`src/hdl/trig_loop_pkg.sv`:
```
package trig_loop_pkg;

    typedef enum logic [1:0] {
        LS_RESET = 2'd0,
        LS_RUN   = 2'd1,
        LS_STOP  = 2'd2,
        LS_PAUSE = 2'd3
    } loop_state_e;

    typedef enum logic [1:0] {
        CMD_NONE,
        CMD_INIT,
        CMD_SWEEP,
        CMD_UPDATE
    } loop_cmd_e;

    typedef enum logic [2:0] {
        OP_IDLE,
        OP_INIT_WRITE,
        OP_START_COUNT,
        OP_WAIT_COUNT,
        OP_READ_SCALER,
        OP_WRITE_THRESH,
        OP_UPDATE_READ,
        OP_UPDATE_WRITE
    } servo_op_e;

    localparam int WB_ADR_W = 22;
    localparam int WB_DAT_W = 32;
    localparam int THRESH_W = 18;

    localparam logic [WB_ADR_W-1:0] COUNT_CTRL_ADR = 22'h000000; // Bit 0 starts a count.
    localparam logic [WB_ADR_W-1:0] SCAL_BASE      = 22'h000100;
    localparam logic [WB_ADR_W-1:0] THRESH_BASE    = 22'h000200;

    localparam logic [THRESH_W-1:0] DEFAULT_THRESH = 18'd1000;
    localparam logic [THRESH_W-1:0] THRESH_MAX     = '1;

endpackage

```
`src/hdl/loop_state_decode.sv`:
```
`timescale 1ns/10ps

module loop_state_decode
    import trig_loop_pkg::*;
#(
    parameter int NUM_CHAN = 64,
    localparam int IDX_W = $clog2(NUM_CHAN)
) (
    input  logic                wb_clk,
    input  logic                rst_n_i,
    input  logic                loop_enable_i,
    input  logic [1:0]          loop_state_req_i,
    input  logic                thresh_wr_i,
    input  logic                thresh_upd_i,
    input  logic [IDX_W-1:0]    thresh_idx_i,
    input  logic [THRESH_W-1:0] thresh_dat_i,
    input  logic                cmd_done_i,
    output loop_state_e         loop_state_o,
    output logic                reset_complete_o,
    output logic                thresh_ack_o,
    output loop_cmd_e           cmd_o,
    output logic                cmd_start_o,
    output logic                pend_we_o,
    output logic [IDX_W-1:0]    pend_idx_o,
    output logic [THRESH_W-1:0] pend_dat_o
);

    loop_state_e state;
    logic        busy;       // A command is running in the sequencer.
    logic        wr_armed;
    logic        upd_armed;
    logic        quit;
    logic        held;
    logic        wr_accept;
    logic        upd_accept;

    assign quit = !loop_enable_i || loop_state_req_i == LS_RESET;
    assign held = state == LS_STOP || state == LS_PAUSE;
    assign wr_accept = thresh_wr_i && wr_armed && !busy && held;
    assign upd_accept = thresh_upd_i && upd_armed && !busy && state == LS_STOP && !quit;

    assign pend_we_o = wr_accept;
    assign pend_idx_o = thresh_idx_i;
    assign pend_dat_o = thresh_dat_i;
    assign loop_state_o = state;

    always_ff @(posedge wb_clk or negedge rst_n_i) begin
        if (!rst_n_i) begin
            state <= LS_RESET;
            reset_complete_o <= 1'b0;
            thresh_ack_o <= 1'b0;
            cmd_o <= CMD_NONE;
            cmd_start_o <= 1'b0;
            busy <= 1'b0;
            wr_armed <= 1'b0;
            upd_armed <= 1'b0;
        end else begin
            cmd_start_o <= 1'b0;
            thresh_ack_o <= wr_accept || (cmd_done_i && cmd_o == CMD_UPDATE);
            if (!thresh_wr_i) begin
                wr_armed <= 1'b1;                // Line seen low, so it may be taken again.
            end else if (wr_accept) begin
                wr_armed <= 1'b0;
            end
            if (!thresh_upd_i) begin
                upd_armed <= 1'b1;
            end else if (upd_accept) begin
                upd_armed <= 1'b0;
            end
            if (cmd_done_i) begin
                busy <= 1'b0;
                if (cmd_o == CMD_INIT) begin
                    reset_complete_o <= 1'b1;
                    state <= LS_RUN;
                end else if (cmd_o == CMD_SWEEP) begin
                    if (quit) begin
                        reset_complete_o <= 1'b0;
                        state <= LS_RESET;
                    end else if (loop_state_req_i != LS_RUN) begin
                        state <= loop_state_e'(loop_state_req_i); // Stop and pause land here.
                    end
                end
            end else if (!busy) begin
                case (state)
                    LS_RESET: begin
                        if (loop_enable_i) begin
                            cmd_o <= CMD_INIT;
                            cmd_start_o <= 1'b1;
                            busy <= 1'b1;
                        end
                    end
                    LS_RUN: begin
                        cmd_o <= CMD_SWEEP;          // Sweeps run back to back.
                        cmd_start_o <= 1'b1;
                        busy <= 1'b1;
                    end
                    default: begin
                        if (quit) begin
                            reset_complete_o <= 1'b0;
                            state <= LS_RESET;
                        end else if (upd_accept) begin
                            cmd_o <= CMD_UPDATE;
                            cmd_start_o <= 1'b1;
                            busy <= 1'b1;
                        end else if (loop_state_req_i != state) begin
                            state <= loop_state_e'(loop_state_req_i);
                        end
                    end
                endcase
            end
        end
    end

endmodule

```
`config.mk`:
```
export PLATFORM = sky130hd
export DESIGN_NAME = loop_state_decode
export DESIGN_NICKNAME = d
export VERILOG_FILES = /design/src/hdl/trig_loop_pkg.sv /design/src/hdl/loop_state_decode.sv
export SDC_FILE = /design/constraint.sdc
export NUM_CORES = 1
export LEC_CHECK = 0
export ABC_CLOCK_PERIOD_IN_PS = 2000
export BUFFER_PORTS_ARGS = -buffer_cell sky130_fd_sc_hd__buf_2
export CAP_MARGIN = 40
export CELL_PAD_IN_SITES_DETAIL_PLACEMENT = 1
export CELL_PAD_IN_SITES_GLOBAL_PLACEMENT = 1
export CORE_ASPECT_RATIO = 1.1
export CORE_MARGIN = 4
export CORE_UTILIZATION = 24
export DETAILED_ROUTE_END_ITERATION = 8
export PLACE_DENSITY_LB_ADDON = 0.1
export SKIP_CTS_REPAIR_TIMING = 1
export SLEW_MARGIN = 20
export SYNTH_ARGS = -nofsm -noshare
export SYNTH_HDL_FRONTEND = slang
export SYNTH_SLANG_ARGS = --single-unit
export TNS_END_PERCENT = 30
```
`constraint.sdc`:
```
create_clock -name wb_clk -period 2 [get_ports wb_clk]
set_input_delay 0.3 -clock wb_clk [delete_from_list [all_inputs] [get_ports wb_clk]]
set_output_delay 0.3 -clock wb_clk [all_outputs]
set_load 0.005 [all_outputs]
```
==> summary.md, run 1 <==
| Metric | Value |
|---|---|
| Outcome | completed |
| PwrDens | between 1000 and 1500 mW/mm^2 |
| Overall power | about 0.87 mW |
| Final ANT Viol Nets | 0 |
| GR Overflow Total | 0 |
| Root Driver | clkbuf_4 |
| Area leader, netlist | dfrtp_1 |
| Worst EP arrival | 1860 ps |
| Hold Path Class | in2reg |
| Ant diodes | 0 |
| Total Neg Setup Slack | 0 ps |
| Synth top area cells | dfrtp_1 (35%), buf_4 (26%), mux2_1 (3.1%) |
| Final #Nets | 108 |
| Clock insertion delay at the later pin of the skew report | approximately 260 ps |
| Post-synth top area share | 34.5% |
| Area post-placement | 668 um^2 |
| DP HPWL | ~1.3 mm |
| Final worst path period need | 1710 ps |
| H-tree levels | 1 |
| Die Y | ~66 um |
| Fmax | between 500 and 600 MHz |
| Fin area | 701 um^2 |
| Num CTS Buffers | 3 |
| Vias per inst | 4.68 |
| Core ar. | 0.00283 mm^2 |
| Clock power frac | 15.5% |
| Mapped Nets | 110 |
| Buf/Inv on CP | 0 |
| Starting Density | 25.6% |
| Fin crit share | between 80% and 90% |
| Layout Utilization | 24.8% |
| Slowest CP cell | dfrtp_1 |
| Via count | ~500 |
| Initial antenna violation count | 0 |
| Max-cap violations | 0 |
| Slew Viols, Final | 0 |
| CP max stage delay | 410 ps |
| Slew HR | between 60% and 70% |
| Critical Setup Path Class | reg2reg |
| Internal Power | 0.547 mW |
| Die width | 60.4 um |
| Pre-antenna DRT Iters | 2 |
| Buffers on Ports | 15 |
| Row count | 20 |
| Hold Fails Final Rpt | 0 |
| Die ar. | 0.00396 mm^2 |
| Unrepaired setup endpoints after global routing | false |
| VDD IR-drop max | around 0.57 mV |
| Slew @ Worst Pin | between 500 and 600 ps |
| Worst Path Required | 2140 ps |
| Clock transition at path regs | 70 ps |
| Critical-path maximum fanout | 4 |
| Clock sinks | 10 |
| Setup-failing EPs final | 0 |
| Largest net degree at the start of global routing | 11 |
| Leakage | approximately 0.35 nW |
| Clk buf depth | 2 |
| Filler Cells Inserted | roughly 360 |
| GPL Wtd Cong | approximately 0.78 |
| Drt drc | 0 |
| Area of the mapped netlist | 724 um^2 |
| Crit-path cells | nand2b_1 -> a311o_1 -> a221oi_2 -> mux2_1 |
| CTS tree | done |
| Register area share after synthesis | 34.5% |
| Crit start category | register |
| Yosys Warn Count | 0 |
| Comb power frac | 43.0% |
| Fin Clk Skew | 4.41 ps |
| Sequential Power Share | between 40% and 50% |
| Top Ports | 64 |
| Routed WL per cell | between 15 and 20 um |
| Final WL | ~1.7 mm |
| Post-synthesis cell count | 78 |
| Layout cells sized above 1 | 28.4% |
| Crit end category | register |
| Sw Share | between 30% and 40% |
| CP top delay family | compound AO/OA/AOI/OAI gates |
| Area growth syn-to-layout | -3.28% |
| Psw | 0.324 mW |
| GRT Overall Usage | 9.64% |
| First-pass GRT wire length | about 2.8 mm |
| Yosys reg bits | 10 |
| Avg Inst Size Synth | approximately 9.3 um^2 |
| Vias in the first global route | 578 |
| Initial DRC count | 6 |
| Synth cell types | 25 |
| Hold_ws | approximately 210 ps |
-- final cells by class --
class / count / area (um^2) / area share [%]
Multi-Input combinational cell: 38 / 268 / 38.2
Sequential cell: 10 / 250 / 35.7
Timing Repair Buffer: 18 / 100 / 14.3
Tap cell: 33 / 41.3 / 5.89
Clock buffer: 3 / 22.5 / 3.21
Inverter: 5 / 18.8 / 2.68
-- power by group through the flow --
stage / clock network (mW) / registers [mW] / logic [mW]
after CTS: 0.149 / 0.363 / 0.383
final: 0.135 / 0.362 / 0.375
after global placement: 0 / 0.372 / 0.383
after floorplan: 0 / 0.357 / 0.254
after global routing: 0.166 / 0.379 / 0.424
after detailed placement: 0 / 0.366 / 0.382
-- layer usage --
metal | share of wire (%) | global-route usage [%] | up-vias | wire (um)
met5 | 0 | 0 | - | 0
met4 | 1.9 | 4.71 | 0 | 32
met3 | 7.5 | 3.73 | 10 | 124
met2 | 49 | 15.7 | 15 | 804
met1 | 42 | 10.7 | 238 | 692
li1 | - | - | 238 | -
-- stage by stage --
step	instances	worst slack [ps]
6_report	107	286
5_1_grt	107	190
4_1_cts	106	260
3_5_place_dp	103	202
3_3_place_gp	103	228
2_1_floorplan	78	385
-- flip-flops by register name, summed over array words and instances, names as in the netlist --
signal            cells
reset_complete_o      1
cmd_o                 2
busy                  1
cmd_start_o           1
loop_state_o          2
wr_armed              1
thresh_ack_o          1
upd_armed             1
-- cells in the final DEF, fill, tap and decap left out, types with 2 or more instances in the layout --
cell      Yosys  layout
mux2i_1       2       2
o21bai_1      2       2
nor2b_1       2       2
o21ai_0       3       3
a211o_1       2       2
clkbuf_4      0       3
a31oi_1       2       2
and2b_1       2       2
o21a_1        2       2
nor2_1        3       3
inv_1         5       5
mux2_1        2       2
buf_4        25       2
nand2_1       5       5
buf_2         0      15
dfrtp_1      10      10
-- synth_stat cells --
| cell type | count |
|---|---|
| a211o_1 | 2 |
| a21boi_0 | 1 |
| a221oi_1 | 1 |
| a221oi_2 | 1 |
| a311o_1 | 1 |
| a31oi_1 | 2 |
| and2b_1 | 2 |
| and3_1 | 1 |
| buf_4 | 25 |
| dfrtp_1 | 10 |
| inv_1 | 5 |
| mux2_1 | 2 |
| mux2i_1 | 2 |
| nand2_1 | 5 |
| nand2b_1 | 1 |
| nand4_1 | 1 |
| nor2_1 | 3 |
| nor2b_1 | 2 |
| nor4b_1 | 1 |
| o21a_1 | 2 |
| o21ai_0 | 3 |
| o21bai_1 | 2 |
| o31ai_1 | 1 |
| or2b_1 | 1 |
| xor2_1 | 1 |
-- worst reg2reg max path, stage by stage (launching register included) --
cell,delay (ps)
dfrtp_1,410
nand2b_1,190
a311o_1,360
a221oi_2,290
mux2_1,340
-- logic make-up after synthesis --
kind of cell           Yosys count  synth area share, %
AND/OR/NAND/NOR                 17                 12.8
multiplexers                     4                 5.87
flip-flops                      10                 34.5
buffers and inverters           30                 28.5
AO/OA/AOI/OAI                   16                 17.1
XOR/XNOR                         1                 1.21
-- worst paths after layout --
path,endpoint,slack [ps],from,cells past startpoint
max in group asynchronous,loop_state_o[1]$_DFFE_PN0P_,1360,rst_n_i,2
hold / removal,wr_armed$_DFFE_PN0P_,210,thresh_wr_i,2
setup / recovery,loop_state_o[1]$_DFFE_PN0P_,290,busy$_DFF_PN0_,4
min in group asynchronous,busy$_DFF_PN0_,430,rst_n_i,2
hold reg to reg,wr_armed$_DFFE_PN0P_,470,wr_armed$_DFFE_PN0P_,2
setup reg to reg,loop_state_o[1]$_DFFE_PN0P_,290,busy$_DFF_PN0_,4
Note: power is estimated with default switching activity, not from simulation.
==> run 2, diff against run 1 <==
--- a/config.mk
+++ b/config.mk
@@ -5,13 +5,12 @@
 export SDC_FILE = /design/constraint.sdc
 export NUM_CORES = 1
 export LEC_CHECK = 0
-export ABC_CLOCK_PERIOD_IN_PS = 2000
 export BUFFER_PORTS_ARGS = -buffer_cell sky130_fd_sc_hd__buf_2
 export CAP_MARGIN = 40
-export CELL_PAD_IN_SITES_DETAIL_PLACEMENT = 1
+export CELL_PAD_IN_SITES_DETAIL_PLACEMENT = 0
 export CELL_PAD_IN_SITES_GLOBAL_PLACEMENT = 1
 export CORE_ASPECT_RATIO = 1.1
-export CORE_MARGIN = 4
+export CORE_MARGIN = 3
 export CORE_UTILIZATION = 24
 export DETAILED_ROUTE_END_ITERATION = 8
 export PLACE_DENSITY_LB_ADDON = 0.1
==> summary.md, run 2 (synthesized netlist as in run 1, its figures left out) <==
| Metric | Value |
|---|---|
| Largest net degree at the start of global routing | 11 |
| Area growth syn-to-layout | -3.28% |
| Crit end category | register |
| Critical-path maximum fanout | 4 |
| Num CTS Buffers | 3 |
| Fin area | 701 um^2 |
| Final worst path period need | approximately 1700 ps |
| Slew @ Worst Pin | 519 ps |
| VDD IR-drop max | roughly 0.37 mV |
| Worst EP arrival | 1850 ps |
| Clock insertion delay at the later pin of the skew report | between 200 and 300 ps |
| Clock sinks | 10 |
| Max-cap violations | 0 |
| Clock transition at path regs | about 70 ps |
| Starting Density | between 20% and 30% |
| GR Overflow Total | 0 |
| Area post-placement | 668 um^2 |
| GRT Overall Usage | 9.40% |
| Slew Viols, Final | 0 |
| Commonest non-fill, non-tap cell in the layout | buf_2 |
| Fin Clk Skew | 2.23 ps |
| Hold Path Class | in2reg |
| Vias in the first global route | 533 |
| Slew HR | around two thirds |
| Initial DRC count | 5 |
| Buffers on Ports | 15 |
| DP HPWL | 1.23 mm |
| Row count | 20 |
| Worst Path Required | 2150 ps |
| Seq. cell area | ~250 um^2 |
| Total Neg Setup Slack | 0 ps |
| Final ANT Viol Nets | 0 |
| Layout Utilization | between 20% and 30% |
| Pre-antenna DRT Iters | 4 |
| Filler Cells Inserted | 326 |
| Drt drc | 0 |
| Leakage | approximately 0.35 nW |
| Die width | 58.4 um |
| GPL Wtd Cong | 0.773 |
| Setup-failing EPs final | 0 |
| Ant diodes | 0 |
| Fin crit share | 85.3% |
| Initial antenna violation count | 0 |
| Core ar. | ~0.0028 mm^2 |
| Unrepaired setup endpoints after global routing | false |
| Final #Nets | 108 |
| Hold Fails Final Rpt | 0 |
| Critical Setup Path Class | reg2reg |
| Area occupied by multi-input gates | 268 um^2 |
| Top Ports | 64 |
| PwrDens | 1240 mW/mm^2 |
| Clk buf depth | 2 |
| Most frequent cells in the layout | buf_2 (15), dfrtp_1 (10), inv_1 (5), nand2_1 (5) |
| Fmax | 586 MHz |
| Via count | 495 |
| Final WL | around 1.5 mm |
| Die ar. | 0.00371 mm^2 |
| Die Y | 63.6 um |
| Layout cells sized above 1 | 28.4% |
| First-pass GRT wire length | 2.65 mm |
| Outcome | completed |
| Root Driver | clkbuf_4 |
| Vias per inst | 4.63 |
| Routed WL per cell | around 14 um |
| CTS tree | done |
| Crit start category | register |
| H-tree levels | 1 |
==> run 2: cell counts in the layout (fill, tap and decap cells not counted) <==
No cell type changed its count.
==> run 2: metal layers <==
layer  global-route usage (%)  wire [um]
met5                        0          0
met4                     5.80         14
met3                     2.05        117
met2                     14.7        774
met1                     11.5        631
==> run 2: final timing paths <==
path / startpoint / endpoint / slack, ps / cells after the start
min reg2reg: wr_armed$_DFFE_PN0P_ / wr_armed$_DFFE_PN0P_ / 480 / 2
max in group asynchronous: rst_n_i / cmd_start_o$_DFF_PN0_ / 1380 / 2
max: busy$_DFF_PN0_ / loop_state_o[1]$_DFFE_PN0P_ / 290 / 4
min in group asynchronous: rst_n_i / upd_armed$_DFFE_PN0P_ / 430 / 2
min: thresh_wr_i / wr_armed$_DFFE_PN0P_ / 210 / 2
max reg2reg: busy$_DFF_PN0_ / loop_state_o[1]$_DFFE_PN0P_ / 290 / 4
==> run 2: critical path, stage by stage (launching register included) <==
cell      delay (ps)
dfrtp_1          400
nand2b_1         190
a311o_1          360
a221oi_2         300
mux2_1           340
==> run 2: final cells by class <==
| class | count | share of cell area (%) |
|---|---|---|
| Clock buffer | 3 | 3.21 |
| Inverter | 5 | 2.68 |
| Multi-Input combinational cell | 38 | 38.2 |
| Sequential cell | 10 | 35.7 |
| Tap cell | 33 | 5.89 |
| Timing Repair Buffer | 18 | 14.3 |
==> run 2: where the power goes <==
group	total (mW)	switching [mW]	internal [mW]
clock	0.138	0.0681	0.0694
combinational	0.372	0.172	0.201
sequential	0.360	0.0830	0.277
total	0.870	0.323	0.547
==> run 2: metrics by stage <==
step	setup WS [ps]	hold slack, ps	total power, mW	cells
after global routing	240	211	0.959	107
after CTS	278	-106	0.887	106
final	294	205	0.870	107
after global placement	228	184	0.753	103
after floorplan	385	4.41	0.611	78
after detailed placement	190	188	0.745	103
