[src/hdl/trig_loop_pkg.sv]
package trig_loop_pkg;

    typedef enum logic [1:0] {
        LS_RESET = 2'd0,
        LS_RUN   = 2'd1,
        LS_STOP  = 2'd2,
        LS_PAUSE = 2'd3
    } loop_state_e;

    typedef enum logic [1:0] {
        CMD_NONE,
        CMD_INIT,
        CMD_SWEEP,
        CMD_UPDATE
    } loop_cmd_e;

    typedef enum logic [2:0] {
        OP_IDLE,
        OP_INIT_WRITE,
        OP_START_COUNT,
        OP_WAIT_COUNT,
        OP_READ_SCALER,
        OP_WRITE_THRESH,
        OP_UPDATE_READ,
        OP_UPDATE_WRITE
    } servo_op_e;

    localparam int WB_ADR_W = 22;
    localparam int WB_DAT_W = 32;
    localparam int THRESH_W = 18;

    localparam logic [WB_ADR_W-1:0] COUNT_CTRL_ADR = 22'h000000; // Bit 0 starts a count.
    localparam logic [WB_ADR_W-1:0] SCAL_BASE      = 22'h000100;
    localparam logic [WB_ADR_W-1:0] THRESH_BASE    = 22'h000200;

    localparam logic [THRESH_W-1:0] DEFAULT_THRESH = 18'd1000;
    localparam logic [THRESH_W-1:0] THRESH_MAX     = '1;

endpackage

[src/hdl/wb_bus_master.sv]
`timescale 1ns/10ps

module wb_bus_master
    import trig_loop_pkg::*;
(
    input  logic                wb_clk,
    input  logic                rst_n_i,
    input  logic                bus_req_i,
    input  logic                bus_we_i,
    input  logic [WB_ADR_W-1:0] bus_adr_i,
    input  logic [WB_DAT_W-1:0] bus_wdata_i,
    input  logic [WB_DAT_W-1:0] wb_dat_i,
    input  logic                wb_ack_i,
    output logic                bus_done_o,
    output logic [WB_DAT_W-1:0] bus_rdata_o,
    output logic                wb_cyc_o,
    output logic                wb_stb_o,
    output logic                wb_we_o,
    output logic [WB_ADR_W-1:0] wb_adr_o,
    output logic [WB_DAT_W-1:0] wb_dat_o
);

    logic cyc_q;
    logic start;

    // The done cycle doubles as the idle gap, while the requester still holds its request.
    assign start = !cyc_q && bus_req_i && !bus_done_o;
    assign wb_cyc_o = cyc_q;
    assign wb_stb_o = cyc_q;

    always_ff @(posedge wb_clk or negedge rst_n_i) begin
        if (!rst_n_i) begin
            cyc_q <= 1'b0;
            bus_done_o <= 1'b0;
        end else begin
            bus_done_o <= 1'b0;
            if (cyc_q) begin
                if (wb_ack_i) begin
                    cyc_q <= 1'b0;
                    bus_done_o <= 1'b1;
                end
            end else if (start) begin
                cyc_q <= 1'b1;
            end
        end
    end

    always_ff @(posedge wb_clk) begin
        if (start) begin
            wb_we_o <= bus_we_i;             // Held until the ack is seen.
            wb_adr_o <= bus_adr_i;
            wb_dat_o <= bus_wdata_i;
        end
        if (cyc_q && wb_ack_i) begin
            bus_rdata_o <= wb_dat_i;
        end
    end

endmodule

[config.mk]
export PLATFORM = sky130hd
export DESIGN_NAME = wb_bus_master
export DESIGN_NICKNAME = d
export VERILOG_FILES = /design/src/hdl/trig_loop_pkg.sv /design/src/hdl/wb_bus_master.sv
export SDC_FILE = /design/constraint.sdc
export NUM_CORES = 1
export LEC_CHECK = 0
export BUFFER_PORTS_ARGS = -buffer_cell sky130_fd_sc_hd__buf_2
export CAP_MARGIN = 15
export CELL_PAD_IN_SITES_DETAIL_PLACEMENT = 1
export CELL_PAD_IN_SITES_GLOBAL_PLACEMENT = 1
export CORE_MARGIN = 1.5
export CORE_UTILIZATION = 35
export CTS_CLUSTER_DIAMETER = 100
export DETAILED_ROUTE_END_ITERATION = 16
export PLACE_DENSITY = 0.9
export SETUP_SLACK_MARGIN = 0.02
export SYNTH_ARGS = -nofsm -noshare
export SYNTH_HDL_FRONTEND = slang
export SYNTH_SLANG_ARGS = --single-unit
[constraint.sdc]
create_clock -name wb_clk -period 7.59 [get_ports wb_clk]
set_input_delay 1.1385 -clock wb_clk [delete_from_list [all_inputs] [get_ports wb_clk]]
set_output_delay 1.1385 -clock wb_clk [all_outputs]
set_load 0.02 [all_outputs]
==> results of run 1 <==
-- area by class of cell --
type                    instances  area [µm²]  area share (%)
inverters                       1        3.75          0.0960
flip-flops and latches         89        2660            68.1
multi-input cells               3        33.8           0.864
well taps                      99         124            3.17
clock buffers                  10         128            3.26
repair buffers                181         908            23.2
clock inverters                 6        50.0            1.28
-- worst register-to-register path, cell delays in order, from the launching register on --
cell and delay [ns]:
dfrtp_1 0.45, nor3b_4 0.19, buf_4 0.57
-- power by group --
part	leakage [µW]	switching, µW	total [µW]	internal [µW]
combinational	0.000737	101	148	46.5
sequential	0.000839	13.3	610	596
clock	0.0000835	163	286	122
total	0.00166	278	1040	765
-- flip-flops by register name, indices dropped and copies added (netlist names) --
| name | flops |
|---|---|
| bus_done_o | 1 |
| wb_adr_o | 22 |
| wb_we_o | 1 |
| wb_cyc_o | 1 |
| wb_dat_o | 32 |
| bus_rdata_o | 32 |
-- stage by stage --
step           std cells  setup slack (ns)  total power, µW
2_1_floorplan         94              3.83              700
3_3_place_gp         373              5.28              763
3_5_place_dp         373              5.25              772
4_1_cts              389              5.42             1060
5_1_grt              389              5.38             1080
6_report             389              5.44             1040
-- logic make-up (layout without fill, tap and decap cells) --
group           Yosys count  in the layout
buf+inv                   2            198
compound gates            1              1
flops                    89             89
simple gates              2              2
-- cell usage after synthesis --
cell / n
a21o_1: 1
and2_2: 1
buf_4: 1
dfrtp_1: 2
edfxtp_1: 87
inv_1: 1
nor3b_2: 1
-- per-layer routing --
| metal | GRT usage, % | part of all wire, % | up-vias |
|---|---|---|---|
| li1 | - | - | 758 |
| met3 | 6.82 | 11 | 8 |
| met5 | 0 | 0 | - |
| met2 | 28.1 | 51 | 116 |
| met4 | 6.90 | 1.4 | 0 |
| met1 | 17.2 | 37 | 785 |
-- worst paths after layout --
| kind | from | to | cells after the start | slack, ns |
|---|---|---|---|---|
| worst min register to register | wb_cyc_o | wb_cyc_o | 1 | 0.63 |
| max in group asynchronous | rst_n_i | bus_done_o | 1 | 6.92 |
| worst min-delay path | rst_n_i | wb_cyc_o | 1 | 0.56 |
| worst max register to register | wb_cyc_o | wb_adr_o[8] | 2 | 5.99 |
| worst max-delay path | wb_cyc_o | wb_cyc_o | 1 | 5.44 |
| min in group wb_clk | wb_cyc_o | wb_cyc_o | 1 | 0.63 |
-- cell usage in the layout (no fill, tap or decap), drive strengths merged --
cell | Yosys | layout
inv | 1 | 3
a21o | 1 | 1
nor3b | 1 | 1
buf | 1 | 181
edfxtp | 87 | 87
clkinvlp | 0 | 2
dfrtp | 2 | 2
and2 | 1 | 1
clkbuf | 0 | 10
clkinv | 0 | 2
==> reports/qor_table.md, run 1 <==
| Item | This run | Unit |
|---|---|---|
| Global Route Usage Sum | 16.2 | % |
| Capturing element type of the critical path | output pin | - |
| Setup skew after layout | 0.0146 | ns |
| Delay of the slowest cell on the worst path | 0.46 | ns |
| Max FO, Critical Path | 5 | - |
| Arrival time at the worst endpoint | 1.01 | ns |
| Antenna violations before repair | 0 | - |
| Fillers | 752 | - |
| Area enclosed by the die boundary | 8250 | µm² |
| Max Cap Violations | 0 | - |
| RSZ-0062 raised after global routing | false | - |
| Buffer depth of the longest clock path | 2 | - |
| Clock tree from TritonCTS | done | - |
| Routability congestion estimate | 0.706 | - |
| Family of cells with the greatest summed delay on the critical path | flip-flops | - |
| Wire length of the first global-routing pass | 9.71 | mm |
| Share of post-route cells with drive strength above 1 | 68.3 | % |
| Setup TNS | 0 | ns |
| Portion of the clock cycle consumed by the worst path in the final layout | 28.4 | % |
| Final #Nets | 376 | - |
| Instance area after placement | 3730 | µm² |
| Result of the run | finished clean | - |
| Share of synthesized cell area in and, or, nand and nor gates | 0.741 | % |
| Post-route core utilization | 53.1 | % |
| Clock root buffer | clkbuf_8 | - |
| Count of vias placed by the detailed router | 1,667 | - |
| Antenna Diode Count | 0 | - |
| Cell count after synthesis | 94 | - |
| DRT Pass-1 Iters | 4 | - |
| Number of global-route vias before repair | 1,813 | - |
| Final count of hold timing violations | 0 | - |
| Rows | 31 | - |
| Static Leak | 0.00166 | µW |
| Port Buf Inserts | 180 | - |
| Dominant combinational cell family by area after synthesis | simple AND/OR/NAND/NOR gates | - |
| Post-Layout Inst Area | 3910 | µm² |
| I/O pin total | 181 | - |
| Post-detailed-route wirelength per cell | 17.0 | µm |
| Cell type contributing the most total cell area after synthesis | edfxtp_1 | - |
| Worst-Margin Slew | 0.706 | ns |
| Final WL | 6.62 | mm |
| Dpl hpwl | 5.25 | mm |
| Clock Latency Late Sink | 0.35 | ns |
| Clock Sinks | 89 | - |
| Distinct cell type count after synthesis | 7 | - |
| Residual overflow from global routing | 0 | - |
| Type of the worst setup path | register to output pin | - |
| Adder-cell area share of the yosys netlist | 0 | % |
| Sequential area share after synthesis | 98.6 | % |
| Layout Area Growth over Synthesis | 44.7 | % |
| Cell breakdown of the critical path | buf_2 | - |
| Top area cells in the synthesized netlist | edfxtp_1, dfrtp_1, nor3b_2 | - |
| Warnings from Yosys | 0 | - |
| Via density per instance | 4.29 | - |
| CTS Hold Buffers Added | 0 | - |
| Buffering stage count on the worst path with inverters included | 1 | - |
| Syn avg cell area | 28.7 | µm² |
| Post-Route Hold Slack | 0.557 | ns |
| Synthesized-area fraction occupied by ao, oa, aoi and oai cells | 0.278 | % |
| Upper clock frequency limit | 0.465 | GHz |
| Number of DRC markers after the initial detailed-route iteration | 34 | - |
| Clock edge transition at the registers on the reported setup and hold paths | 0.09 | ns |
| H-Tree Depth | 3 | - |
| Final routed DRC violation total | 0 | - |
| Critical-path cell with the highest stage delay | dfrtp_1 | - |
| Worst slew margin relative to its limit | 52.9 | % |
| Net Count, Synth | 185 | - |
| Netlist Area Pre-Place | 2700 | µm² |
| Startpoint class of the critical path | register | - |
| Portion of synthesized cell area occupied by the leading cell type | 96.7 | % |
| Xor and xnor fraction of the mapped netlist area | 0 | % |
| Post-synthesis sequential element count | 89 | - |
| Type of the worst min-delay path | primary input to async pin | - |
| Minimum period implied by the final worst setup slack | 2.15 | ns |
| Required arrival time at the worst endpoint | 6.45 | ns |
| Pwr Density | 267 | nW/µm² |
| Chip Width | 90.9 | µm |
| Multiplexer share of the synthesized area | 0 | % |
| Core box area | 7370 | µm² |
| Count of instances resized after the clock tree is built | 0 | - |
| Count of antenna-violating nets left after detailed routing | 0 | - |
| Endpoints failing setup | 0 | - |
| Height of the die | 90.9 | µm |
| Post-CTS Setup Inserts | 0 | - |
| Initial core utilization | 36.7 | % |
| Largest net degree at the start of global routing | 57 | - |
| Peak ir drop on the vdd network | 107 | µV |
| Final Slew Violations | 0 | - |
| Inserted Clock Buffers | 9 | - |
Power figures use the tool's default switching activity.
==> inputs of run 2 (changes only) <==
--- a/config.mk
+++ b/config.mk
@@ -5,15 +5,16 @@
 export SDC_FILE = /design/constraint.sdc
 export NUM_CORES = 1
 export LEC_CHECK = 0
+export ABC_AREA = 1
 export BUFFER_PORTS_ARGS = -buffer_cell sky130_fd_sc_hd__buf_2
 export CAP_MARGIN = 15
 export CELL_PAD_IN_SITES_DETAIL_PLACEMENT = 1
 export CELL_PAD_IN_SITES_GLOBAL_PLACEMENT = 1
 export CORE_MARGIN = 1.5
-export CORE_UTILIZATION = 35
+export CORE_UTILIZATION = 29
 export CTS_CLUSTER_DIAMETER = 100
 export DETAILED_ROUTE_END_ITERATION = 16
-export PLACE_DENSITY = 0.9
+export PLACE_DENSITY = 0.8
 export SETUP_SLACK_MARGIN = 0.02
 export SYNTH_ARGS = -nofsm -noshare
 export SYNTH_HDL_FRONTEND = slang
==> constraint.sdc (replaced) <==
create_clock -name wb_clk -period 1.9 [get_ports wb_clk]
set_input_delay 0.285 -clock wb_clk [delete_from_list [all_inputs] [get_ports wb_clk]]
set_output_delay 0.285 -clock wb_clk [all_outputs]
set_load 0.02 [all_outputs]
==> reports/qor_table.md, run 2 <==
| Item | This run | Unit | Delta |
|---|---|---|---|
| Startpoint class of the critical path | register | - |  |
| Cell with the most instances after synthesis | edfxtp_1 | - |  |
| EDFF count, synth | 87 | - | unchanged |
| Dpl hpwl | 4.55 | mm | -13% |
| Setup TNS | 0 | ns | unchanged |
| Cell breakdown of the critical path | nor2_1, nand2_1, clkinvlp_4, buf_12 | - |  |
| Pwr Density | 1100 | nW/µm² | +310% |
| Share of synthesized cell area in and, or, nand and nor gates | 0.695 | % | -0.046 points |
| Wire length of the first global-routing pass | 8.78 | mm | -9.6% |
| Worst setup margin | 0.577 | ns | -4.86 ns |
| Number of global-route vias before repair | 1,802 | - | -0.61% |
| Area enclosed by the die boundary | 9900 | µm² | +20% |
| Antenna violations before repair | 2 | - | +2 |
| Critical-path cell with the highest stage delay | dfrtp_1 | - |  |
| Netlist Area Pre-Place | 2700 | µm² | about the same |
| Arrival time at the worst endpoint | 1.34 | ns | +0.33 ns |
| Inserted Clock Buffers | 9 | - | unchanged |
| DRT Pass-1 Iters | 4 | - | unchanged |
| Capturing element type of the critical path | register | - |  |
| Final Slew Violations | 0 | - | unchanged |
| Max Cap Violations | 0 | - | unchanged |
| Clock Sinks | 89 | - | unchanged |
| Count of vias placed by the detailed router | 1,686 | - | +1.1% |
| Most common library cell in the layout ignoring fill and taps | buf_2 | - |  |
| Leading post-synthesis cells by instance count | edfxtp_1, nand2_1, inv_1 | - |  |
| Final count of hold timing violations | 0 | - | unchanged |
| Delay of the slowest cell on the worst path | 0.41 | ns | -0.05 ns |
| Minimum period implied by the final worst setup slack | 1.32 | ns |  |
| Worst slew margin relative to its limit | 74.1 | % | +21 points |
| Area used by sequential logic in the layout | 2660 | µm² | unchanged |
| Final WL | 5.90 | mm | -11% |
| Rows | 35 | - | +13% |
| Largest net degree at the start of global routing | 56 | - | -1.8% |
| Top area cells in the synthesized netlist | edfxtp_1, dfrtp_1, nand2_1 | - |  |
| Warnings from Yosys | 0 | - | unchanged |
| Peak ir drop on the vdd network | 471 | µV | +340% |
| Synth async-reset ratio | 2.25 | % | unchanged |
| Leading cell types in the layout, fill and taps excluded | buf_2, edfxtp_1, clkbuf_8, nand2_1 | - |  |
| Instance area after placement | 3760 | µm² | +0.84% |
| Final #Nets | 382 | - | +1.6% |
| Portion of synthesized cell area occupied by the leading cell type | 96.8 | % | about the same |
| Commonest register cell after synthesis | edfxtp_1 | - |  |
| Type of the worst min-delay path | primary input to register | - |  |
| Adder-cell area share of the yosys netlist | 0 | % | unchanged |
| Required arrival time at the worst endpoint | 1.92 | ns | -4.53 ns |
| Chip Width | 99.5 | µm | +9.5% |
| Antenna Diode Count | 0 | - | unchanged |
| Multi-input gate area | 18.8 | µm² | -44% |
| Port Buf Inserts | 180 | - | unchanged |
| Count of antenna-violating nets left after detailed routing | 0 | - | unchanged |
| Global Route Usage Sum | 12.0 | % | -4.2 points |
| Post-detailed-route wirelength per cell | 14.5 | µm | -15% |
| Post-Layout Inst Area | 3980 | µm² | +1.9% |
| Sequential area share after synthesis | 98.6 | % | about the same |
| Distinct cell type count after synthesis | 6 | - | -1 |
| Syn avg cell area | 27.6 | µm² | -4.1% |
| Via density per instance | 4.14 | - | -3.3% |
| Height of the die | 99.5 | µm | +9.5% |
| Upper clock frequency limit | 0.756 | GHz |  |
| Final std cells w/o fill | 407 | - | +4.6% |
| Type of the worst setup path | register to register | - |  |
| Static Leak | 0.00170 | µW | +2.4% |
| Result of the run | finished clean | - |  |
| Cell count after placement | 390 | - | +4.6% |
| Routability congestion estimate | 0.675 | - | -4.5% |
| Setup skew after layout | 0.00618 | ns | -0.00840 ns |
| Largest registers ranked by flip-flop count | bus_rdata_o x32, wb_dat_o x32, wb_adr_o x22 | - |  |
| Share of post-route cells with drive strength above 1 | 66.2 | % | -2.1 points |
| Dominant combinational cell family by area after synthesis | buffers and inverters | - |  |
| Clock Latency Late Sink | 0.34 | ns | about the same |
| Endpoints failing setup | 0 | - | unchanged |
| Fillers | 950 | - | +26% |
| Worst slack at placement | 0.583 | ns | -4.66 ns |
| Cell type contributing the most total cell area after synthesis | edfxtp_1 | - |  |
| Net Count, Synth | 189 | - | +2.2% |
| Multiplexer share of the synthesized area | 0 | % | unchanged |
| Number of DRC markers after the initial detailed-route iteration | 20 | - | -41% |
| Worst-Margin Slew | 0.388 | ns | -0.318 ns |
| Clock root buffer | clkbuf_8 | - |  |
| Clock tree from TritonCTS | done | - |  |
| Clock edge transition at the registers on the reported setup and hold paths | 0.09 | ns | about the same |
| Residual overflow from global routing | 0 | - | unchanged |
| Layout Area Growth over Synthesis | 47.5 | % |  |
| H-Tree Depth | 3 | - | unchanged |
| Post-synthesis sequential element count | 89 | - | unchanged |
| Portion of the clock cycle consumed by the worst path in the final layout | 69.6 | % |  |
| Cell count after synthesis | 98 | - | +4.3% |
| I/O pin total | 181 | - | unchanged |
| RSZ-0062 raised after global routing | false | - |  |
| Xor and xnor fraction of the mapped netlist area | 0 | % | unchanged |
| Core box area | 9150 | µm² | +24% |
| Max FO, Critical Path | 55 | - | +50 |
| Final routed DRC violation total | 0 | - | unchanged |
| Buffer depth of the longest clock path | 2 | - | unchanged |
| Synthesized-area fraction occupied by ao, oa, aoi and oai cells | 0 | % | -0.28 points |
| Initial core utilization | 29.5 | % | -7.2 points |
-- run 2: changes by cell type after synthesis --
cell | before | now
nor2_1 | 0 | 1
nand2_1 | 0 | 4
and2_2 | 1 | 0
inv_1 | 1 | 3
a21o_1 | 1 | 0
nor3b_2 | 1 | 0
-- run 2: layout make-up --
cell class,instances,area share (%)
multi-input combinational,5,0.471
inverter,3,0.377
tap,111,3.49
sequential,89,66.9
timing repair buffer,183,23.6
clock inverter,6,2.04
clock buffer,10,3.20
-- run 2: final timing paths --
check	start	endpoint	slack, ns	depth (start not counted)
setup reg to reg	wb_cyc_o	wb_dat_o[9]	0.58	4
max in group asynchronous	rst_n_i	wb_cyc_o	1.55	2
hold / removal	wb_dat_i[6]	bus_rdata_o[6]	0.11	1
min in group asynchronous	rst_n_i	bus_done_o	0.26	2
hold reg to reg	wb_cyc_o	wb_cyc_o	0.56	2
setup / recovery	wb_cyc_o	wb_dat_o[9]	0.58	4
-- run 2: metal layers --
layer | track usage [%] | vias to the layer above | wire length [µm]
met5 | 0 | - | 24
met4 | 5.20 | 4 | 103
met3 | 7.24 | 14 | 825
met2 | 19.8 | 130 | 2870
met1 | 12.4 | 771 | 2070
li1 | - | 767 | -
-- run 2: cells by family (layout without fill, tap and decap cells) --
| group | count (synthesis) | count (layout) |
|---|---|---|
| and+or+nand+nor | 5 | 5 |
| DFF | 89 | 89 |
| buffers and inverters | 4 | 202 |
-- run 2: report_power, final --
group	internal, µW	total, µW	leakage [µW]	switching [µW]
Combinational	195	604	0.000754	408
Sequential	2380	2420	0.000839	41.8
Clock	736	1360	0.000106	626
-- run 2: timing repair --
item	CTS	global route
hold endpoints to repair	2	0
gates resized for setup	0	0
setup buffers	0	0
hold buffers	1	0
-- run 2: per-stage QoR --
stage | total power [µW] | hold slack [ns] | utilization (%)
after floorplan | 2790 | -0.0106 | -
after global placement | 3060 | 0.0692 | 41.1
after detailed placement | 3080 | 0.0744 | 41.1
after CTS | 4460 | 0.0883 | 43.5
after global routing | 4580 | 0.0778 | 43.5
final | 4390 | 0.111 | 43.5
-- run 2: critical path: cells and delay by family, from the launching register on --
| kind | cells | cell delay (ns) |
|---|---|---|
| buffers and inverters | 2 | 0.36 |
| DFF | 1 | 0.41 |
| and+or+nand+nor | 2 | 0.19 |
