<file path="config.mk">
export PLATFORM = sky130hd
export DESIGN_NAME = servo_execute
export DESIGN_NICKNAME = d
export VERILOG_FILES = /design/src/hdl/trig_loop_pkg.sv /design/src/hdl/servo_execute.sv
export SDC_FILE = /design/constraint.sdc
export NUM_CORES = 1
export LEC_CHECK = 0
export ABC_CLOCK_PERIOD_IN_PS = 1970
export BUFFER_PORTS_ARGS = -buffer_cell sky130_fd_sc_hd__buf_2
export CORE_MARGIN = 2
export CORE_UTILIZATION = 52
export DETAILED_ROUTE_END_ITERATION = 12
export PLACE_DENSITY = 0.89
export SLEW_MARGIN = 15
export SYNTH_ARGS = -nofsm -noshare
export SYNTH_HDL_FRONTEND = slang
export SYNTH_SLANG_ARGS = --single-unit
</file>
<file path="constraint.sdc">
create_clock -name wb_clk -period 1.97 [get_ports wb_clk]
set_input_delay 0.2955 -clock wb_clk [delete_from_list [all_inputs] [get_ports wb_clk]]
set_output_delay 0.2955 -clock wb_clk [all_outputs]
set_load 0.01 [all_outputs]
</file>
<file path="src/hdl/trig_loop_pkg.sv">
package trig_loop_pkg;

    typedef enum logic [1:0] {
        LS_RESET = 2'd0,
        LS_RUN   = 2'd1,
        LS_STOP  = 2'd2,
        LS_PAUSE = 2'd3
    } loop_state_e;

    typedef enum logic [1:0] {
        CMD_NONE,
        CMD_INIT,
        CMD_SWEEP,
        CMD_UPDATE
    } loop_cmd_e;

    typedef enum logic [2:0] {
        OP_IDLE,
        OP_INIT_WRITE,
        OP_START_COUNT,
        OP_WAIT_COUNT,
        OP_READ_SCALER,
        OP_WRITE_THRESH,
        OP_UPDATE_READ,
        OP_UPDATE_WRITE
    } servo_op_e;

    localparam int WB_ADR_W = 22;
    localparam int WB_DAT_W = 32;
    localparam int THRESH_W = 18;

    localparam logic [WB_ADR_W-1:0] COUNT_CTRL_ADR = 22'h000000; // Bit 0 starts a count.
    localparam logic [WB_ADR_W-1:0] SCAL_BASE      = 22'h000100;
    localparam logic [WB_ADR_W-1:0] THRESH_BASE    = 22'h000200;

    localparam logic [THRESH_W-1:0] DEFAULT_THRESH = 18'd1000;
    localparam logic [THRESH_W-1:0] THRESH_MAX     = '1;

endpackage

</file>
<file path="src/hdl/servo_execute.sv">
`timescale 1ns/10ps

module servo_execute
    import trig_loop_pkg::*;
#(
    parameter int NUM_CHAN = 64,
    localparam int IDX_W = $clog2(NUM_CHAN)
) (
    input  logic                wb_clk,
    input  logic                rst_n_i,
    input  loop_cmd_e           cmd_i,
    input  logic                cmd_start_i,
    input  logic [WB_DAT_W-1:0] target_rate_i,
    input  logic [15:0]         target_delta_i,
    input  logic                trig_count_done_i,
    input  logic                bus_done_i,
    input  logic [WB_DAT_W-1:0] bus_rdata_i,
    input  logic [THRESH_W-1:0] act_rdata_i,
    input  logic [THRESH_W-1:0] pend_rdata_i,
    output logic                cmd_done_o,
    output logic                bus_req_o,
    output logic                bus_we_o,
    output logic [WB_ADR_W-1:0] bus_adr_o,
    output logic [WB_DAT_W-1:0] bus_wdata_o,
    output logic [IDX_W-1:0]    rd_idx_o,
    output logic                act_we_o,
    output logic [THRESH_W-1:0] act_wdata_o,
    output logic                scal_we_o,
    output logic [WB_DAT_W-1:0] scal_wdata_o
);

    servo_op_e           op;
    logic [IDX_W-1:0]    chan;
    logic [THRESH_W-1:0] wr_val;    // Threshold for the next bus write.
    logic [THRESH_W-1:0] step_val;
    logic [WB_DAT_W:0]   win_hi;
    logic [WB_DAT_W-1:0] win_lo;
    logic                last_chan;

    assign last_chan = chan == IDX_W'(NUM_CHAN - 1);
    assign win_hi = {1'b0, target_rate_i} + (WB_DAT_W + 1)'(target_delta_i);
    assign win_lo = (target_rate_i > WB_DAT_W'(target_delta_i)) ?
                    target_rate_i - WB_DAT_W'(target_delta_i) : '0;

    always_comb begin
        step_val = act_rdata_i;
        if ({1'b0, bus_rdata_i} > win_hi) begin
            if (act_rdata_i != THRESH_MAX) step_val = act_rdata_i + 1'b1;
        end else if (bus_rdata_i < win_lo) begin
            if (act_rdata_i != '0) step_val = act_rdata_i - 1'b1;
        end
    end

    assign rd_idx_o = chan;
    assign bus_req_o = op inside {OP_INIT_WRITE, OP_START_COUNT, OP_READ_SCALER,
                                  OP_WRITE_THRESH, OP_UPDATE_WRITE};
    assign bus_we_o = op != OP_READ_SCALER;
    assign act_we_o = bus_done_i && op inside {OP_INIT_WRITE, OP_WRITE_THRESH, OP_UPDATE_WRITE};
    assign act_wdata_o = wr_val;
    assign scal_we_o = bus_done_i && op == OP_READ_SCALER;
    assign scal_wdata_o = bus_rdata_i;

    always_comb begin
        case (op)
            OP_START_COUNT: begin
                bus_adr_o = COUNT_CTRL_ADR;
                bus_wdata_o = WB_DAT_W'(1);
            end
            OP_READ_SCALER: begin
                bus_adr_o = SCAL_BASE + WB_ADR_W'(chan);
                bus_wdata_o = '0;
            end
            default: begin
                bus_adr_o = THRESH_BASE + WB_ADR_W'(chan);
                bus_wdata_o = WB_DAT_W'(wr_val);
            end
        endcase
    end

    always_ff @(posedge wb_clk or negedge rst_n_i) begin
        if (!rst_n_i) begin
            op <= OP_IDLE;
            chan <= '0;
            cmd_done_o <= 1'b0;
        end else begin
            cmd_done_o <= 1'b0;
            case (op)
                OP_IDLE: begin
                    if (cmd_start_i) begin
                        chan <= '0;
                        case (cmd_i)
                            CMD_INIT:   op <= OP_INIT_WRITE;
                            CMD_SWEEP:  op <= OP_START_COUNT;
                            CMD_UPDATE: op <= OP_UPDATE_READ;
                            default:    cmd_done_o <= 1'b1;
                        endcase
                    end
                end
                OP_START_COUNT: if (bus_done_i) op <= OP_WAIT_COUNT;
                OP_WAIT_COUNT:  if (trig_count_done_i) op <= OP_READ_SCALER;
                OP_READ_SCALER: if (bus_done_i) op <= OP_WRITE_THRESH;
                OP_UPDATE_READ: op <= OP_UPDATE_WRITE;
                default: begin
                    if (bus_done_i) begin
                        if (last_chan) begin
                            op <= OP_IDLE;
                            cmd_done_o <= 1'b1;
                        end else begin
                            chan <= chan + 1'b1;
                            if (op == OP_WRITE_THRESH) op <= OP_READ_SCALER;
                            if (op == OP_UPDATE_WRITE) op <= OP_UPDATE_READ;
                        end
                    end
                end
            endcase
        end
    end

    always_ff @(posedge wb_clk) begin
        if (op == OP_IDLE && cmd_start_i) begin
            wr_val <= DEFAULT_THRESH;
        end else if (op == OP_READ_SCALER && bus_done_i) begin
            wr_val <= step_val;              // One step toward the rate window.
        end else if (op == OP_UPDATE_READ) begin
            wr_val <= pend_rdata_i;
        end
    end

endmodule

</file>
==> run_results.csv, run 1 <==
group,metric,value,unit
synth,synth-async-reset-ratio,35.7,%
placed_design,post-dp-hpwl,20700,um
grt,grt_max_degree,19,
synth,synth_area,0.00655,sq mm
placed_design,post-place-ws,-2.98,ns
synth,synth-seq-cells,28,
synth,synth_edf_count,0,
run_status,haltStage,"global routing (5_1_grt)",
synth,postSynthAreaPerCell,7.08,sq um
synth,postSynthCellCount,925,
grt,globalRouteTotalUtil,71.3,%
floorplanning,die_x,116,um
synth,ys_types,70,
timing,worst-ep-kind,"sequential cell input",
clock_tree,cts_max_path_buffers,2,
synth,yosys_most_used_dff,"dfxtp_1",
clock_tree,htree_levels,1,
floorplanning,ios,238,
grt,overflow,81,
run_status,tool.error,"[ERROR GRT-0232] Routing congestion too high. Check the congestion heatmap in the GUI.",
placed_design,portBuffers,209,
clock_tree,cts.sinks,28,
floorplanning,initial_core_util,52.6,%
timing,worst_endpoint,"act_wdata_o[10]$_SDFFE_PP0P_/D",
run_status,status,"did not finish",
clock_tree,cts_root_buf,"clkbuf_16",
floorplanning,die_h,116,um
synth,synth-seq-area-share,9.32,%
placed_design,finalWeightedCongestion,1.03,
synth,yosysWarnings,0,
clock_tree,numCtsBuffers,3,
floorplanning,rows,41,
[Yosys cell counts (3+ instances only)]
master     instances  share of area, %
a221o_1            3              0.46
a211oi_1           8              0.92
a21o_1             9               1.0
inv_1             48               2.7
a2111oi_0          3              0.40
nand2_1           95               5.4
nor3_1            31               2.4
or4_1              4              0.46
nor3b_1            4              0.46
buf_4             60               6.9
nand4_1           20               1.9
o21ai_1            3              0.23
nor2_1            78               4.5
buf_1              4              0.23
nor2b_1           31               3.0
nand2b_1          15               1.4
a31oi_1            6              0.57
a22oi_1            5              0.57
o21bai_1           7              0.80
and2_1             9              0.86
a211o_1            4              0.53
dfrtp_1           10               3.8
o221ai_1           3              0.40
o21ai_0           35               2.7
xor2_1            32               4.3
o22ai_1            4              0.38
or2_2              5              0.48
and3_1            13               1.2
ha_1             102                19
nor4_1            11               1.1
or3_1             10              0.95
clkbuf_1          34               1.9
nand3_1           35               2.7
dfxtp_1           18               5.5
and4_1             4              0.53
a32oi_1            7              0.94
o211ai_1           7              0.80
o21a_1             3              0.34
xnor2_1           41               5.5
a21oi_1           59               4.5
mux2i_1            6              0.92
[through the flow]
| stage | instances | hold WS (ns) | area, sq um | TNS, ns |
|---|---|---|---|---|
| floorplan | 952 | -0.0000911 | 6870 | -42.96 |
| CTS | 1485 | 0.324 | 9810 | -43.43 |
| detailed placement | 1464 | 0.168 | 9220 | -51.79 |
| global placement | 1464 | 0.161 | 9220 | -49.32 |
[layer usage]
metal  GRT overflow  GRT usage, %
met1              1          69.2
met2             53          91.1
met3              1          55.1
met4             23          72.0
met5              3          19.6
[kinds of logic after synthesis]
group | share of synthesized area [%]
xor gates and xnor gates | 9.76
and+or+nand+nor | 29.0
AOI/OAI and AO/OA | 18.3
buffers and inverters | 12.2
DFF | 9.32
adders and majority gates | 20.1
other | 0.0572
muxes | 1.26
[repair_timing]
| action | CTS |
|---|---|
| pin swaps | 53 |
| endpoints found under the hold margin | 10 |
| gates cloned | 2 |
| setup buffers | 16 |
| endpoints found under the setup margin | 20 |
| hold buffers | 1 |
| gates resized for setup | 74 |
==> run 2, diff against run 1 <==
--- a/config.mk
+++ b/config.mk
@@ -8,9 +8,9 @@
 export ABC_CLOCK_PERIOD_IN_PS = 1970
 export BUFFER_PORTS_ARGS = -buffer_cell sky130_fd_sc_hd__buf_2
 export CORE_MARGIN = 2
-export CORE_UTILIZATION = 52
+export CORE_UTILIZATION = 40
 export DETAILED_ROUTE_END_ITERATION = 12
-export PLACE_DENSITY = 0.89
+export PLACE_DENSITY_LB_ADDON = 0.15
 export SLEW_MARGIN = 15
 export SYNTH_ARGS = -nofsm -noshare
 export SYNTH_HDL_FRONTEND = slang
==> run_results.csv, run 2 <==
group,metric,value,unit
run_status,status,"finished, violations left",
run_status,violations,"negative setup slack",
synth,synthTopCellsByArea,"ha_1 19%, buf_4 6.9%, dfxtp_1 5.5%, xnor2_1 5.5%, nand2_1 5.4%",
floorplanning,fp.coreArea,0.0159,sq mm
final_layout,most-common-layout-cells,"249 x buf_4, 206 x buf_2, 94 x nand2_1",
setup_path,rr_worst_depth,6,
synth,postSynthAreaPerCell,7.08,sq um
detailed_routing,drc,0,
detailed_routing,dr.first_iter.drc_count,509,
power_and_ir_drop,ir_drop,440,uV
synth,ys_types,70,
synth,synth-async-reset-ratio,35.7,%
synth,synthTopCellsByCount,"102 x ha_1, 95 x nand2_1, 78 x nor2_1",
setup_path,start_kind,"input port",
final_layout,largest_register_ffs,18,
floorplanning,die_h,132,um
final_layout,final_core_util,63.5,%
clock_tree,numCtsBuffers,3,
synth,synth-seq-area-share,9.32,%
placed_design,post-dp-hpwl,19900,um
power_and_ir_drop,p_per_area,566,mW/mm^2
grt,overflow,0,
clock_tree,cts_max_path_buffers,2,
clock_tree,cts_tree,"built",
clock_tree,cts.sinks,28,
grt,antenna_found_initial,1,
synth,synth_area,0.00655,sq mm
final_layout,nFillCells,1460,
timing,slew_violations,0,
setup_path,arrival,4.71,ns
power_and_ir_drop,total_power,5.73,mW
grt,grt_max_degree,16,
grt,globalRouteTotalUtil,26.1,%
synth,yosysTopAreaCell,"ha_1",
detailed_routing,antenna_left,0,
setup_path,required,2.11,ns
grt,grt_pass1_wl,37700,um
synth,synth_top_area_share,19.5,%
placed_design,finalWeightedCongestion,1.01,
detailed_routing,drtPass1Iterations,5,
synth,synth_edf_count,0,
timing,hold_viol,0,
final_layout,drive_gt1_share,44.3,%
floorplanning,ios,238,
timing,relSlewSlack,60.4,%
floorplanning,rows,46,
clock_tree,htree_levels,1,
hold_path,hold_depth,3,
timing,final.setup.worst_slack,-2.59,ns
placed_design,portBuffers,209,
synth,yosysWarnings,0,
setup_path,worstPathMaxFanout,4,
timing,fin_skew,0.00379,ns
hold_path,hold_class,"input port to flip-flop",
synth,postSynthCellCount,925,
timing,rsz0062_at_grt,"yes",
detailed_routing,drt-total-wl,24200,um
synth,synth-seq-cells,28,
synth,yosys_most_used_dff,"dfxtp_1",
timing,period_share,231,%
clock_tree,clk_pin_slew,0.07,ns
floorplanning,die_area,0.0174,sq mm
timing,min_period,4.56,ns
final_layout,layout.nets,1552,
synth,yosysMostFrequentCell,"ha_1",
job,drv_cap,0,
final_layout,final_common_cell,"buf_4",
timing,worstMarginPinSlew,0.587,ns
setup_path,criticalPathCategory,"input port to flip-flop",
timing,timing.fmax,0.219,GHz
power_and_ir_drop,p_leak,5.06,nW
clock_tree,clk_latency,0.27,ns
setup_path,end_kind,"flip-flop",
clock_tree,cts_root_buf,"clkbuf_16",
floorplanning,initial_core_util,41.1,%
detailed_routing,wl_per_cell,15.7,um
grt,grt_pass1_vias,7568,
timing,setup_viol,18,
detailed_routing,dr_total_vias,8079,
floorplanning,die_x,132,um
detailed_routing,viasPerCell,5.24,
final_layout,area_growth_syn_to_layout,54.4,%
==> run 2: cell counts after synthesis <==
No cell type changed its count.
==> run 2: kinds of logic (layout without fill, tap and decap cells) <==
group / count (synthesis) / after routing / synth area share (%)
AND/OR/NAND/NOR: 377 / 377 / 29.0
AO/OA/AOI/OAI: 185 / 185 / 18.3
buffers and inverters: 149 / 521 / 12.2
adder cells (fa/ha/maj): 104 / 104 / 20.1
XOR/XNOR: 73 / 73 / 9.76
flip-flops: 28 / 28 / 9.32
multiplexers: 8 / 8 / 1.26
other: 1 / 29 / 0.0572
==> run 2: layer usage <==
layer  wire length, um  global-route usage, %  vias up  share of wire [%]
met5                 0                      0        -                  0
met4               534                   5.74        0                2.2
met3              1450                   3.50       39                6.0
met2             11100                   43.7      324                 46
met1             11100                   35.7     3728                 46
li1                  -                      -     3988                  -
==> run 2: metrics by stage <==
step | TNS (ns) | setup WS [ns] | instances | hold slack, ns | instance area, sq um
after CTS | -44.69 | -2.54 | 1529 | 0.316 | 9740
after detailed placement | -54.65 | -3.17 | 1512 | 0.178 | 9310
after global routing | -48.94 | -2.77 | 1541 | 0.328 | 10100
after global placement | -54.22 | -3.15 | 1512 | 0.174 | 9310
final | -45.92 | -2.59 | 1541 | 0.312 | 10100
after floorplan | -42.96 | -2.48 | 952 | -0.0000911 | 6870
==> run 2: timing repair <==
| action | in CTS | in global routing |
|---|---|---|
| pin swaps | 41 | 63 |
| hold endpoints to repair | 10 | 0 |
| setup endpoints to repair | 19 | 44 |
| gates resized for setup | 56 | 68 |
| hold buffers | 1 | 0 |
| buffers inserted | 12 | 12 |
| cloned | 1 | 2 |
==> run 2: power breakdown <==
part / internal (mW) / switching (mW) / total (mW)
logic: 1.98 / 2.12 / 4.10
clock network: 0.312 / 0.207 / 0.519
registers: 0.826 / 0.287 / 1.11
==> run 2: cell type report <==
class / count / area (sq um) / area share (%)
antenna: 1 / 2.50 / 0.0247
clock buffer: 4 / 88.8 / 0.878
inverter: 48 / 203 / 2.00
multi-input combinational: 775 / 5880 / 58.1
sequential: 28 / 613 / 6.06
tap: 216 / 270 / 2.67
timing repair buffer: 469 / 3060 / 30.2
==> run 2: worst max-delay path: stages <==
cell	delay (ns)
buf_8	0.10
inv_6	0.05
ha_4	0.20
nor2b_4	0.12
o21a_1	0.18
o21ai_2	0.19
a31oi_2	0.14
o31a_1	0.33
a41oi_4	0.30
o21ai_2	0.08
buf_4	0.17
nor3_1	0.25
mux2i_1	0.23
ha_1	0.24
and3_4	0.15
nand4_1	0.11
buf_4	0.14
a21oi_2	0.04
a211oi_2	0.24
nand3_4	0.12
a21oi_4	0.17
nor3b_4	0.31
buf_4	0.21
o211ai_2	0.11
a21oi_2	0.16
a311oi_1	0.05
==> run 2: worst paths after layout <==
kind,from,to,slack (ns)
hold / removal,pend_rdata_i[1],act_wdata_o[1],0.31
setup / recovery,target_delta_i[1],act_wdata_o[1],-2.59
max in group asynchronous,rst_n_i,op[0],1.33
hold reg to reg,act_wdata_o[1],act_wdata_o[1],0.51
min in group asynchronous,rst_n_i,op[1],0.43
setup reg to reg,op[0],act_wdata_o[2],0.18
Note: power is estimated with default switching activity, not from simulation.
==> run 3, diff against run 2 <==
--- a/config.mk
+++ b/config.mk
@@ -10,7 +10,8 @@
 export CORE_MARGIN = 2
 export CORE_UTILIZATION = 40
 export DETAILED_ROUTE_END_ITERATION = 12
-export PLACE_DENSITY_LB_ADDON = 0.15
+export MAX_ROUTING_LAYER = met4
+export PLACE_DENSITY_LB_ADDON = 0.05
 export SLEW_MARGIN = 15
 export SYNTH_ARGS = -nofsm -noshare
 export SYNTH_HDL_FRONTEND = slang
==> run_results.csv, run 3 (same netlist as run 2, synthesis figures left out) <==
group,metric,value,unit
detailed_routing,antenna_left,0,
final_layout,drive_gt1_share,45.0,%
detailed_routing,drtPass1Iterations,5,
timing,setup_viol,18,
power_and_ir_drop,p_leak,5.12,nW
clock_tree,numCtsBuffers,3,
floorplanning,die_area,0.0174,sq mm
job,drv_cap,0,
final_layout,final_common_cell,"buf_4",
run_status,violations,"negative setup slack",
timing,relSlewSlack,64.0,%
detailed_routing,drc,0,
hold_path,hold_class,"input port to flip-flop",
placed_design,finalWeightedCongestion,0.933,
power_and_ir_drop,total_power,5.70,mW
placed_design,portBuffers,209,
clock_tree,cts_tree,"built",
final_layout,stdcell_count,1539,
setup_path,end_kind,"flip-flop",
floorplanning,ios,238,
detailed_routing,drt-total-wl,23200,um
final_layout,ff_latch_area,613,sq um
floorplanning,fp.coreArea,0.0159,sq mm
detailed_routing,wl_per_cell,15.1,um
timing,min_period,4.56,ns
timing,period_share,231,%
power_and_ir_drop,p_per_area,559,mW/mm^2
grt,grt_pass1_vias,7639,
timing,worstMarginPinSlew,0.536,ns
setup_path,endpoint,"act_wdata_o[15]",
grt,grt_pass1_wl,37100,um
detailed_routing,dr_total_vias,7898,
placed_design,post-dp-hpwl,19300,um
setup_path,r2r-start,"op[1]",
setup_path,worstPathMaxFanout,4,
clock_tree,htree_levels,1,
run_status,status,"finished, violations left",
final_layout,multiInputGateArea,0.00595,sq mm
detailed_routing,dr.first_iter.drc_count,370,
timing,final.setup.worst_slack,-2.59,ns
grt,overflow,0,
floorplanning,die_h,132,um
clock_tree,cts_root_buf,"clkbuf_16",
grt,antenna_found_initial,2,
final_layout,final_core_util,63.9,%
grt,grt_max_degree,17,
floorplanning,rows,46,
setup_path,criticalPathCategory,"input port to flip-flop",
timing,hold_viol,0,
timing,fin_skew,0.00266,ns
clock_tree,clk_latency,0.26,ns
floorplanning,die_x,132,um
setup_path,arrival,4.71,ns
final_layout,layout.nets,1549,
clock_tree,cts_max_path_buffers,2,
clock_tree,clk_pin_slew,0.07,ns
setup_path,crit_start,"target_delta_i[1]",
final_layout,nFillCells,1499,
setup_path,r2r_end,"act_wdata_o[16]",
final_layout,largest_register_ffs,18,
final_layout,most-common-layout-cells,"242 x buf_4, 204 x buf_2, 93 x ha_1",
detailed_routing,viasPerCell,5.13,
timing,slew_violations,0,
timing,timing.fmax,0.219,GHz
final_layout,area_growth_syn_to_layout,55.5,%
grt,globalRouteTotalUtil,26.0,%
setup_path,required,2.12,ns
timing,rsz0062_at_grt,"yes",
floorplanning,initial_core_util,41.1,%
clock_tree,cts.sinks,28,
setup_path,r2r_slack,0.22,ns
setup_path,rr_worst_depth,7,
power_and_ir_drop,ir_drop,453,uV
placed_design,dp.cells,1513,
setup_path,start_kind,"input port",
run 3: cell types whose count changed in the layout (fill, tap and decap cells not counted), sizes merged:
cell	before	now
diode	1	2
buf	468	464
clkinv	0	1
run 3: how the worst min path moves through the flow:
stage | cells past startpoint | slack [ns] | startpoint | end
global route | 3 | 0.32 | pend_rdata_i[1] | act_wdata_o[1]
CTS | 3 | 0.31 | pend_rdata_i[1] | act_wdata_o[1]
finish | 3 | 0.30 | pend_rdata_i[1] | act_wdata_o[1]
global placement | 1 | 0.17 | rst_n_i | op[1]
detailed placement | 1 | 0.17 | rst_n_i | op[1]
floorplan | 0 | -0.00009 | rst_n_i | cmd_done_o
run 3: final cells by class:
| cell class | count | area share, % |
|---|---|---|
| Timing Repair Buffer | 466 | 30.1 |
| Clock buffer | 3 | 0.737 |
| Antenna cell | 2 | 0.0491 |
| Multi-Input combinational cell | 775 | 58.4 |
| Clock inverter | 1 | 0.0368 |
| Sequential cell | 28 | 6.02 |
| Tap cell | 216 | 2.65 |
| Inverter | 48 | 2.01 |
run 3: critical path, cell delays in order:
cell and delay, ns:
buf_8 0.10, inv_6 0.05, ha_4 0.19, nor2b_4 0.12, o21a_1 0.18, o21ai_2 0.16, a31oi_2 0.12, o31a_1 0.30
a41oi_2 0.32, o21ai_2 0.10, or3_1 0.36, xnor2_1 0.15, nand2_1 0.11, ha_4 0.23, a21o_1 0.15, a21o_1 0.14
a211o_1 0.25, o211ai_1 0.17, nand3_4 0.13, a21oi_4 0.18, nor3b_4 0.25, buf_6 0.14, buf_4 0.13, a21oi_1 0.07
xor2_1 0.23, a21oi_1 0.09
run 3: timing repair:
action / 4_1_cts / 5_1_grt
hold endpoints to repair: 10 / 0
gates resized for setup: 60 / 88
setup endpoints to repair: 34 / 36
setup buffers: 11 / 11
pin swaps: 49 / 79
gates cloned: 0 / 0
hold buffers: 1 / 0
run 3: where the power goes:
part / switching [mW] / internal [mW]
registers: 0.253 / 0.824
logic: 2.13 / 2.02
clock network: 0.207 / 0.273
run 3: per-layer routing:
metal  track usage (%)  routed length, um  vias to the layer above
li1                  -                  -                     3975
met2              43.0              10900                      263
met3              2.35               1280                       30
met4              4.05                326                        0
met5                 -                  0                        -
met1              35.3              10600                     3630
run 3: per-stage QoR:
stage | TNS, ns | hold WS, ns | worst slack (ns) | cell area (sq um)
2_1_floorplan | -42.96 | -0.0000911 | -2.48 | 6870
5_1_grt | -48.08 | 0.317 | -2.73 | 10200
6_report | -45.40 | 0.303 | -2.59 | 10200
3_5_place_dp | -52.90 | 0.166 | -3.07 | 9320
3_3_place_gp | -51.98 | 0.168 | -3.01 | 9320
4_1_cts | -45.82 | 0.306 | -2.63 | 9740
